### src/common/cpu_macros.svh
`ifndef CPU_MACROS_SVH
`define CPU_MACROS_SVH

// ------------------------------------------------------------
// Bus widths
// ------------------------------------------------------------
`define DATA_W 8
`define ADDR_W 16

// Reset vector bytes in low then high order
`define RESET_VEC_LO 16'hFFFC
`define RESET_VEC_HI 16'hFFFD

// ------------------------------------------------------------
// Status register bit positions
// ------------------------------------------------------------
`define FLAG_N 7
`define FLAG_V 6
// Unused bit, always reads as one
`define FLAG_U 5
`define FLAG_Z 1
`define FLAG_C 0

`endif

### src/common/cpu_pkg.sv
package cpu_pkg;

`include "cpu_macros.svh"

  typedef logic [`DATA_W-1:0] data_t;
  typedef logic [`ADDR_W-1:0] addr_t;

  // ------------------------------------------------------------
  // Instruction sequencer states
  // ------------------------------------------------------------
  typedef enum logic [2:0] {
    RESET,
    VECTOR_1,
    VECTOR_2,
    FETCH,
    DECODE,
    ABS_1,
    ABS_2,
    HALT
  } cpu_state_e;

  // Supported opcodes with their real 6502 encodings
  typedef enum logic [7:0] {
    LDA_IMM = 8'hA9,
    LDX_IMM = 8'hA2,
    LDY_IMM = 8'hA0,
    CLC_IMP = 8'h18,
    SEC_IMP = 8'h38,
    CLV_IMP = 8'hB8,
    NOP_IMP = 8'hEA,
    LDA_ABS = 8'hAD,
    LDX_ABS = 8'hAE,
    LDY_ABS = 8'hAC,
    STA_ABS = 8'h8D,
    STX_ABS = 8'h8E,
    STY_ABS = 8'h8C,
    ADC_ABS = 8'h6D,
    SBC_ABS = 8'hED,
    AND_ABS = 8'h2D,
    ORA_ABS = 8'h0D,
    EOR_ABS = 8'h4D,
    CMP_ABS = 8'hCD,
    JMP_ABS = 8'h4C
  } opcode_e;

  typedef enum logic [2:0] {
    ALU_ADD,
    ALU_SUB,
    ALU_AND,
    ALU_OR,
    ALU_XOR
  } alu_op_e;

  // Where the bus address comes from this cycle
  typedef enum logic [2:0] {
    ADDR_PC,
    ADDR_PC1,
    ADDR_PC2,
    ADDR_OPERAND,
    ADDR_VEC_LO,
    ADDR_VEC_HI
  } addr_sel_e;

  typedef struct packed {
    addr_t address;
    data_t wr_data;
    logic  wr_enable;
  } mem_req_t;

  // Datapath steering for the current cycle
  typedef struct packed {
    logic       load_a;
    logic       load_x;
    logic       load_y;
    logic       src_mem;
    alu_op_e    alu_op;
    logic       set_nz;
    logic       set_c;
    logic       set_v;
    logic       flag_value;
    // 0 is A, 1 is X, 2 is Y
    logic [1:0] store_sel;
    logic       compare;
  } ctrl_t;

endpackage

### src/logic/alu.sv
`timescale 1ns/1ps

`include "cpu_macros.svh"

module alu import cpu_pkg::*; (
  input  alu_op_e op,
  input  data_t   a,
  input  data_t   b,
  input  logic    carry_in,
  output data_t   result,
  output logic    carry_out,
  output logic    overflow
);

  localparam int MSB = `DATA_W - 1;

  data_t            b_eff;
  logic [`DATA_W:0] sum;

  // Subtract adds the inverted operand and carry acts as not-borrow
  assign b_eff = (op == ALU_SUB) ? ~b : b;
  assign sum   = {1'b0, a} + {1'b0, b_eff} + {{`DATA_W{1'b0}}, carry_in};

  always_comb begin
    result    = sum[MSB:0];
    carry_out = 1'b0;
    overflow  = 1'b0;
    case (op)
      ALU_ADD,
      ALU_SUB: begin
        carry_out = sum[`DATA_W];
        // Same operand signs but result sign differs
        overflow  = (a[MSB] == b_eff[MSB]) && (sum[MSB] != a[MSB]);
      end
      ALU_AND: begin
        result = a & b;
      end
      ALU_OR: begin
        result = a | b;
      end
      ALU_XOR: begin
        result = a ^ b;
      end
      default: begin
        result = sum[MSB:0];
      end
    endcase
  end

endmodule

### src/logic/pc_unit.sv
`timescale 1ns/1ps

`include "cpu_macros.svh"

module pc_unit import cpu_pkg::*; (
  input  logic      clk,
  input  logic      resetn,
  input  data_t     rd_data,
  input  addr_sel_e addr_sel,
  input  logic [1:0] pc_step,
  input  logic      load_pc_vec_lo,
  input  logic      load_pc_vec_hi,
  input  logic      load_pc_jmp,
  input  logic      latch_lo,
  input  logic      latch_hi,
  output addr_t     address
);

  addr_t pc;
  data_t operand_lo;
  data_t operand_hi;

  // ------------------------------------------------------------
  // Program counter
  // ------------------------------------------------------------
  always_ff @(posedge clk) begin
    if (!resetn) begin
      pc <= '0;
    end else if (load_pc_vec_lo) begin
      pc[`DATA_W-1:0] <= rd_data;
    end else if (load_pc_vec_hi) begin
      pc[`ADDR_W-1:`DATA_W] <= rd_data;
    end else if (load_pc_jmp) begin
      // Target high byte is on the bus right now
      pc <= {rd_data, operand_lo};
    end else begin
      pc <= pc + addr_t'(pc_step);
    end
  end

  // Operand bytes of absolute instructions
  always_ff @(posedge clk) begin
    if (latch_lo) begin
      operand_lo <= rd_data;
    end
    if (latch_hi) begin
      operand_hi <= rd_data;
    end
  end

  // ------------------------------------------------------------
  // Bus address select
  // ------------------------------------------------------------
  always_comb begin
    case (addr_sel)
      ADDR_PC:      address = pc;
      ADDR_PC1:     address = pc + addr_t'(1);
      ADDR_PC2:     address = pc + addr_t'(2);
      ADDR_OPERAND: address = {operand_hi, operand_lo};
      ADDR_VEC_LO:  address = `RESET_VEC_LO;
      ADDR_VEC_HI:  address = `RESET_VEC_HI;
      default:      address = pc;
    endcase
  end

endmodule

### src/logic/reg_file.sv
`timescale 1ns/1ps

`include "cpu_macros.svh"

module reg_file import cpu_pkg::*; (
  input  logic  clk,
  input  logic  resetn,
  input  ctrl_t ctrl,
  input  data_t rd_data,
  input  data_t alu_result,
  input  logic  alu_carry,
  input  logic  alu_overflow,
  output data_t alu_a,
  output logic  carry,
  output data_t wr_data
);

  data_t a_reg;
  data_t x_reg;
  data_t y_reg;
  data_t p_reg;

  data_t load_value;
  logic  alu_flags;

  // Value seen by loads and by the N and Z flags
  assign load_value = ctrl.src_mem ? rd_data : alu_result;

  // C and V come from the ALU for arithmetic and compare and otherwise from decode
  assign alu_flags = ctrl.compare | (ctrl.load_a & ~ctrl.src_mem);

  assign alu_a = a_reg;

  // Compare always subtracts without borrow
  assign carry = ctrl.compare ? 1'b1 : p_reg[`FLAG_C];

  // ------------------------------------------------------------
  // Registers
  // ------------------------------------------------------------
  always_ff @(posedge clk) begin
    if (ctrl.load_a) begin
      a_reg <= load_value;
    end
  end

  always_ff @(posedge clk) begin
    if (!resetn) begin
      x_reg <= '0;
      y_reg <= '0;
    end else begin
      if (ctrl.load_x) begin
        x_reg <= load_value;
      end
      if (ctrl.load_y) begin
        y_reg <= load_value;
      end
    end
  end

  // Status register
  always_ff @(posedge clk) begin
    if (!resetn) begin
      p_reg <= '0;
      p_reg[`FLAG_U] <= 1'b1;
    end else begin
      if (ctrl.set_nz) begin
        p_reg[`FLAG_N] <= load_value[`DATA_W-1];
        p_reg[`FLAG_Z] <= (load_value == '0);
      end
      if (ctrl.set_c) begin
        p_reg[`FLAG_C] <= alu_flags ? alu_carry : ctrl.flag_value;
      end
      if (ctrl.set_v) begin
        p_reg[`FLAG_V] <= alu_flags ? alu_overflow : ctrl.flag_value;
      end
      p_reg[`FLAG_U] <= 1'b1;
    end
  end

  // Store data
  always_comb begin
    case (ctrl.store_sel)
      2'd1:    wr_data = x_reg;
      2'd2:    wr_data = y_reg;
      default: wr_data = a_reg;
    endcase
  end

  // Bit 5 holds through every instruction
  a_flag_u_set: assert property (
    @(posedge clk) disable iff (!resetn) p_reg[`FLAG_U]
  );

endmodule

### src/logic/cpu_fsm.sv
`timescale 1ns/1ps

module cpu_fsm import cpu_pkg::*; (
  input  logic       clk,
  input  logic       resetn,
  input  data_t      rd_data,
  output ctrl_t      ctrl,
  output addr_sel_e  addr_sel,
  output logic       load_ir,
  output logic [1:0] pc_step,
  output logic       load_pc_vec_lo,
  output logic       load_pc_vec_hi,
  output logic       load_pc_jmp,
  output logic       latch_lo,
  output logic       latch_hi,
  output logic       wr_enable,
  output logic       halted
);

  cpu_state_e state;
  cpu_state_e next_state;
  opcode_e    ir;

  // Decoded instruction
  ctrl_t      op_ctrl;
  logic       is_short;
  logic       is_abs;
  logic       is_store;
  logic       is_jmp;
  logic [1:0] short_step;

  always_ff @(posedge clk) begin
    if (!resetn) begin
      state <= RESET;
    end else begin
      state <= next_state;
    end
  end

  always_ff @(posedge clk) begin
    if (load_ir) begin
      ir <= opcode_e'(rd_data);
    end
  end

  // ------------------------------------------------------------
  // Opcode decode
  // ------------------------------------------------------------
  always_comb begin
    op_ctrl    = '0;
    is_short   = 1'b0;
    is_abs     = 1'b0;
    is_store   = 1'b0;
    is_jmp     = 1'b0;
    short_step = 2'd1;
    case (ir)
      // Two byte immediate loads
      LDA_IMM, LDX_IMM, LDY_IMM: begin
        is_short       = 1'b1;
        short_step     = 2'd2;
        op_ctrl.src_mem = 1'b1;
        op_ctrl.set_nz = 1'b1;
        op_ctrl.load_a = (ir == LDA_IMM);
        op_ctrl.load_x = (ir == LDX_IMM);
        op_ctrl.load_y = (ir == LDY_IMM);
      end
      CLC_IMP, SEC_IMP: begin
        is_short           = 1'b1;
        op_ctrl.set_c      = 1'b1;
        op_ctrl.flag_value = (ir == SEC_IMP);
      end
      CLV_IMP: begin
        is_short      = 1'b1;
        op_ctrl.set_v = 1'b1;
      end
      NOP_IMP: begin
        is_short = 1'b1;
      end
      LDA_ABS, LDX_ABS, LDY_ABS: begin
        is_abs          = 1'b1;
        op_ctrl.src_mem = 1'b1;
        op_ctrl.set_nz  = 1'b1;
        op_ctrl.load_a  = (ir == LDA_ABS);
        op_ctrl.load_x  = (ir == LDX_ABS);
        op_ctrl.load_y  = (ir == LDY_ABS);
      end
      STA_ABS, STX_ABS, STY_ABS: begin
        is_abs   = 1'b1;
        is_store = 1'b1;
        if (ir == STX_ABS) begin
          op_ctrl.store_sel = 2'd1;
        end else if (ir == STY_ABS) begin
          op_ctrl.store_sel = 2'd2;
        end
      end
      ADC_ABS, SBC_ABS: begin
        is_abs         = 1'b1;
        op_ctrl.load_a = 1'b1;
        op_ctrl.alu_op = (ir == SBC_ABS) ? ALU_SUB : ALU_ADD;
        op_ctrl.set_nz = 1'b1;
        op_ctrl.set_c  = 1'b1;
        op_ctrl.set_v  = 1'b1;
      end
      AND_ABS, ORA_ABS, EOR_ABS: begin
        is_abs         = 1'b1;
        op_ctrl.load_a = 1'b1;
        op_ctrl.set_nz = 1'b1;
        if (ir == AND_ABS) begin
          op_ctrl.alu_op = ALU_AND;
        end else if (ir == ORA_ABS) begin
          op_ctrl.alu_op = ALU_OR;
        end else begin
          op_ctrl.alu_op = ALU_XOR;
        end
      end
      // Flags from A minus operand while A stays untouched
      CMP_ABS: begin
        is_abs          = 1'b1;
        op_ctrl.compare = 1'b1;
        op_ctrl.alu_op  = ALU_SUB;
        op_ctrl.set_nz  = 1'b1;
        op_ctrl.set_c   = 1'b1;
      end
      JMP_ABS: begin
        is_abs = 1'b1;
        is_jmp = 1'b1;
      end
      default: begin
        is_abs = 1'b0;
      end
    endcase
  end

  // ------------------------------------------------------------
  // Next state
  // ------------------------------------------------------------
  always_comb begin
    case (state)
      RESET:    next_state = VECTOR_1;
      VECTOR_1: next_state = VECTOR_2;
      VECTOR_2: next_state = FETCH;
      FETCH:    next_state = DECODE;
      DECODE: begin
        if (is_short) begin
          next_state = FETCH;
        end else if (is_abs) begin
          next_state = ABS_1;
        end else begin
          next_state = HALT;
        end
      end
      ABS_1:    next_state = is_jmp ? FETCH : ABS_2;
      ABS_2:    next_state = FETCH;
      default:  next_state = HALT;
    endcase
  end

  // ------------------------------------------------------------
  // Per state outputs
  // ------------------------------------------------------------
  always_comb begin
    ctrl           = '0;
    addr_sel       = ADDR_PC;
    load_ir        = 1'b0;
    pc_step        = 2'd0;
    load_pc_vec_lo = 1'b0;
    load_pc_vec_hi = 1'b0;
    load_pc_jmp    = 1'b0;
    latch_lo       = 1'b0;
    latch_hi       = 1'b0;
    wr_enable      = 1'b0;
    case (state)
      RESET: begin
        addr_sel = ADDR_VEC_LO;
      end
      VECTOR_1: begin
        addr_sel       = ADDR_VEC_LO;
        load_pc_vec_lo = 1'b1;
      end
      VECTOR_2: begin
        addr_sel       = ADDR_VEC_HI;
        load_pc_vec_hi = 1'b1;
      end
      FETCH: begin
        load_ir = 1'b1;
      end
      // Short instructions finish here
      DECODE: begin
        addr_sel = ADDR_PC1;
        latch_lo = 1'b1;
        if (is_short) begin
          pc_step = short_step;
          ctrl    = op_ctrl;
        end
      end
      ABS_1: begin
        addr_sel    = ADDR_PC2;
        latch_hi    = 1'b1;
        load_pc_jmp = is_jmp;
      end
      ABS_2: begin
        addr_sel  = ADDR_OPERAND;
        pc_step   = 2'd3;
        ctrl      = op_ctrl;
        wr_enable = is_store;
      end
      default: begin
        addr_sel = ADDR_PC;
      end
    endcase
  end

  assign halted = (state == HALT);

  // A write only ever ends a four cycle absolute sequence
  a_write_in_abs2: assert property (
    @(posedge clk) disable iff (!resetn)
    wr_enable |-> (state == ABS_2) && ($past(state, 2) == DECODE)
  );

  a_halt_sticky: assert property (
    @(posedge clk) disable iff (!resetn)
    (state == HALT) |=> (state == HALT)
  );

endmodule

### src/logic/cpu_core.sv
`timescale 1ns/1ps

module cpu_core import cpu_pkg::*; (
  input  logic     clk,
  input  logic     resetn,
  input  data_t    rd_data,
  output mem_req_t mem_req,
  output logic     halted
);

  ctrl_t      ctrl;
  addr_sel_e  addr_sel;
  logic [1:0] pc_step;
  logic       load_pc_vec_lo;
  logic       load_pc_vec_hi;
  logic       load_pc_jmp;
  logic       latch_lo;
  logic       latch_hi;

  data_t      alu_a;
  data_t      alu_result;
  logic       alu_carry_in;
  logic       alu_carry;
  logic       alu_overflow;

  // ------------------------------------------------------------
  // Sequencer
  // ------------------------------------------------------------
  cpu_fsm fsm0 (
    .clk            (clk),
    .resetn         (resetn),
    .rd_data        (rd_data),
    .ctrl           (ctrl),
    .addr_sel       (addr_sel),
    .load_ir        (),
    .pc_step        (pc_step),
    .load_pc_vec_lo (load_pc_vec_lo),
    .load_pc_vec_hi (load_pc_vec_hi),
    .load_pc_jmp    (load_pc_jmp),
    .latch_lo       (latch_lo),
    .latch_hi       (latch_hi),
    .wr_enable      (mem_req.wr_enable),
    .halted         (halted)
  );

  pc_unit pc0 (
    .clk            (clk),
    .resetn         (resetn),
    .rd_data        (rd_data),
    .addr_sel       (addr_sel),
    .pc_step        (pc_step),
    .load_pc_vec_lo (load_pc_vec_lo),
    .load_pc_vec_hi (load_pc_vec_hi),
    .load_pc_jmp    (load_pc_jmp),
    .latch_lo       (latch_lo),
    .latch_hi       (latch_hi),
    .address        (mem_req.address)
  );

  // ------------------------------------------------------------
  // Datapath
  // ------------------------------------------------------------
  reg_file regs0 (
    .clk          (clk),
    .resetn       (resetn),
    .ctrl         (ctrl),
    .rd_data      (rd_data),
    .alu_result   (alu_result),
    .alu_carry    (alu_carry),
    .alu_overflow (alu_overflow),
    .alu_a        (alu_a),
    .carry        (alu_carry_in),
    .wr_data      (mem_req.wr_data)
  );

  // Second operand is always the byte on the bus
  alu alu0 (
    .op        (ctrl.alu_op),
    .a         (alu_a),
    .b         (rd_data),
    .carry_in  (alu_carry_in),
    .result    (alu_result),
    .carry_out (alu_carry),
    .overflow  (alu_overflow)
  );

endmodule

### config.mk
export PLATFORM = sky130hd
export DESIGN_NAME = cpu_core
export DESIGN_NICKNAME = d
export VERILOG_FILES = /design/src/common/cpu_pkg.sv /design/src/logic/alu.sv /design/src/logic/pc_unit.sv /design/src/logic/reg_file.sv /design/src/logic/cpu_fsm.sv /design/src/logic/cpu_core.sv
export VERILOG_INCLUDE_DIRS = /design/src /design/src/common
export SDC_FILE = /design/constraint.sdc
export NUM_CORES = 1
export LEC_CHECK = 0
export BUFFER_PORTS_ARGS = -buffer_cell sky130_fd_sc_hd__buf_2
export CAP_MARGIN = 20
export CORE_ASPECT_RATIO = 2
export CORE_UTILIZATION = 35
export DETAILED_ROUTE_END_ITERATION = 8
export PLACE_DENSITY = 0.6
export SKIP_LAST_GASP = 1
export SLEW_MARGIN = 20
export SYNTH_ARGS = -nofsm -noshare
export SYNTH_HDL_FRONTEND = slang
export SYNTH_SLANG_ARGS = --single-unit
### constraint.sdc
create_clock -name clk -period 5.4 [get_ports clk]
set_input_delay 0.27 -clock clk [delete_from_list [all_inputs] [get_ports clk]]
set_output_delay 0.27 -clock clk [all_outputs]
set_load 0.005 [all_outputs]
==> flow_summary.json <==
{
  "mappedNetlistNets": 683,
  "postPlaceCellArea_um2": 5465,
  "worst_slew_margin_relative_to_its_limit_pct": 30.98,
  "library_cell_occupying_the_most_area_in_the_post_synthesis_netlist": "edfxtp_1",
  "synth_area_leaders": "edfxtp_1 (18%), dfxtp_1 (14%), ha_1 (6.9%), a21oi_1 (6.6%), nand2_1 (4.4%)",
  "grt_pass1_wl_um": 25990,
  "rsz_0062_raised_after_global_routing": "no",
  "avgSynthCellArea_um2": 8.163,
  "crit_type": "flop to flop",
  "cp.arrival_ns": 4.15,
  "antennaDiodeCount": 0,
  "pwr-share-seq_pct": 42.3,
  "synth_async_sr_flop_share_pct": 0,
  "synth-edff-count": 32,
  "cts_resized": 0,
  "yosysUniqueCellTypes": 67,
  "p_sw_mw": 0.4058,
  "die_y_um": 174.9,
  "post_drt_wl_per_cell_um": 20.32,
  "post-route-min-period_ns": 4.083,
  "post_synth_inst_count": 641,
  "clk_root_buffer_cell": "clkbuf_16",
  "clk_latency_ns": 0.34,
  "placement.setup.worst_slack_ns": 1.417,
  "dp.cells": 824,
  "max_cap_viol_count": 0,
  "p_per_area_nw_per_um2": 245.1,
  "ir_worst_vdd_mv": 0.1216,
  "whs_ns": 0.3140,
  "route.detailed.vias_per_inst": 5.918,
  "registers.top_by_ff_count": "pc0.pc",
  "post-cts-setup-buffer-count": 0,
  "largest_register_ffs": 16,
  "routed_via_count": 4971,
  "cts.reportedPaths.clkPinSlew_ns": 0.06,
  "final_critical_path_setup_slack_ns": 1.317,
  "antenna_violations_before_repair": 0,
  "first_pass_iters": 5,
  "mappedNetlistArea_um2": 5233,
  "status": "complete, no violations",
  "routabilityCongestion": 0.9252,
  "first_global_vias": 4802,
  "floorplan.die_area_um2": 15470,
  "drtAntennaViolNets": 0,
  "dieWidth_um": 88.46,
  "clock_sink_count": 68,
  "floorplan.rows": 62,
  "post-route-period-util_pct": 75.61,
  "finalHoldViolations": 0,
  "ratio_of_cells_with_drive_above_1_in_the_final_layout_pct": 12.65,
  "most_used_flip_flop_cell_after_synthesis": "dfxtp_1",
  "post-synth-top-area-fraction_pct": 18.36,
  "i_o_pins": 36,
  "cts_buffers": 9,
  "critPathLaunchType": "flop",
  "leakagePower_nw": 2.277,
  "power_frac_clock_pct": 42.6,
  "dp.final_hpwl_um": 13020,
  "track_usage_pct": 22.86,
  "finalMaxSlewViolations": 0,
  "flops_latches_synth": 68,
  "start_util_pct": 36.07,
  "tightest_slew_ns": 1.031,
  "areaGrowthSynthToFinish_pct": 10.26,
  "grt_overflow_total": 0,
  "finalSetupViolCount": 0,
  "layout_common_cells": "a21oi_1 (69), nand2_1 (62), nor2_1 (61)",
  "finalNonFillerCells": 840,
  "placement.io_buffers": 35,
  "htreeDepth": 3,
  "finalClockSkew_ns": 0.007348,
  "worst-path-max-fanout": 23,
  "pin_count_of_the_biggest_net_entering_global_routing": 33,
  "power_frac_comb_pct": 15.2,
  "drt-initial-drc-count": 268,
  "synth-warning-count": 0,
  "layout.cell_area.non_filler_um2": 5769,
  "wirelength_um": 17070,
  "maxClockFrequency_ghz": 0.2449,
  "yosysSeqAreaShare_pct": 32.14,
  "tns_ns": 0,
  "critPathRequiredTime_ns": 5.47,
  "intPower_mw": 1.008,
  "remaining_drc_errors": 0,
  "cts_hold_buf": 0,
  "fin_nets": 685,
  "bufs_on_longest_clock_path": 2,
  "layout.cells.most_common": "a21oi_1",
  "power.switching_fraction_pct": 28.70,
  "critPathCaptureType": "flop",
  "tritoncts": "yes",
  "timing.hold.worst.class": "primary input to flop",
  "core-area_um2": 14510
}
## logic make-up (layout without fill, tap and decap cells)
group | Yosys count | count (layout) | share of synthesized area (%)
compound gates | 209 | 209 | 25.40
fa+ha+maj | 32 | 32 | 8.082
mux | 19 | 19 | 3.635
flops | 68 | 68 | 32.14
simple gates | 206 | 206 | 20.13
xor+xnor | 25 | 25 | 4.185
buf+inv | 82 | 89 | 6.432
## final timing paths
check / startpoint / cells past startpoint / slack, ns / to
worst max-delay path: fsm0.state[2]$_SDFF_PN0_ / 12 / 1.32 / regs0.alu_a[6]$_DFFE_PP_
worst min-delay path: rd_data[0] / 1 / 0.31 / pc0.operand_lo[0]$_DFFE_PP_
worst max register to register: fsm0.state[2]$_SDFF_PN0_ / 12 / 1.32 / regs0.alu_a[6]$_DFFE_PP_
worst min register to register: regs0.x_reg[5]$_SDFFE_PN0P_ / 2 / 0.46 / regs0.x_reg[5]$_SDFFE_PN0P_
## power by group through the flow
stage	combinational, mW	sequential (mW)	clock [mW]
3_5_place_dp	0.212	0.607	0
3_3_place_gp	0.209	0.606	0
2_1_floorplan	0.169	0.577	0
5_1_grt	0.237	0.600	0.632
6_report	0.214	0.598	0.602
4_1_cts	0.213	0.596	0.613
## metrics by stage
step	utilization (%)	total power, mW
after CTS	39.77	1.422
after global routing	39.77	1.469
final	39.77	1.414
after floorplan	-	0.7469
after detailed placement	37.67	0.8192
after global placement	37.67	0.8157
## critical path: stages, from the launching register on
cell and delay [ns]:
dfxtp_1 0.90, inv_1 0.23, or2_2 0.42, a31oi_4 0.20
nand3_4 0.19, xnor2_1 0.21, fa_1 0.46, fa_1 0.45
a211oi_1 0.21, o21ai_0 0.15, o21ai_0 0.12, xor2_1 0.17
a22oi_1 0.10
## metal layers
layer | global-route usage, % | part of all wire (%)
met1 | 21.87 | 34
met2 | 41.31 | 53
met3 | 3.070 | 3.7
met5 | 0 | 0
met4 | 18.95 | 8.5
## final cells by class
type	count	area, µm²
inverter	35	131.4
timing repair buffer	38	197.7
clock buffer	12	277.8
sequential	68	1682
multi-input combinational	491	3214
clock inverter	4	26.28
fill	1504	8737
tap	192	240.2
## cells in the mapped netlist, types with 4 or more instances
cell,n
a211oi_1,15
a21o_1,7
a21oi_1,69
a221oi_1,9
a22oi_1,8
a2bb2oi_1,6
a31oi_1,5
and2_1,5
and3_1,4
buf_1,4
buf_2,4
clkbuf_1,34
dfxtp_1,36
edfxtp_1,32
ha_1,29
inv_1,35
mux2i_1,19
nand2_1,62
nand2b_1,4
nand3_1,15
nand3b_1,5
nand4_1,5
nor2_1,61
nor2b_1,4
nor3_1,8
nor4_1,4
o21a_1,5
o21ai_0,45
o22ai_1,11
o32ai_1,5
or2_2,8
xnor2_1,18
xor2_1,7
Note: power is estimated with default switching activity, not from simulation.
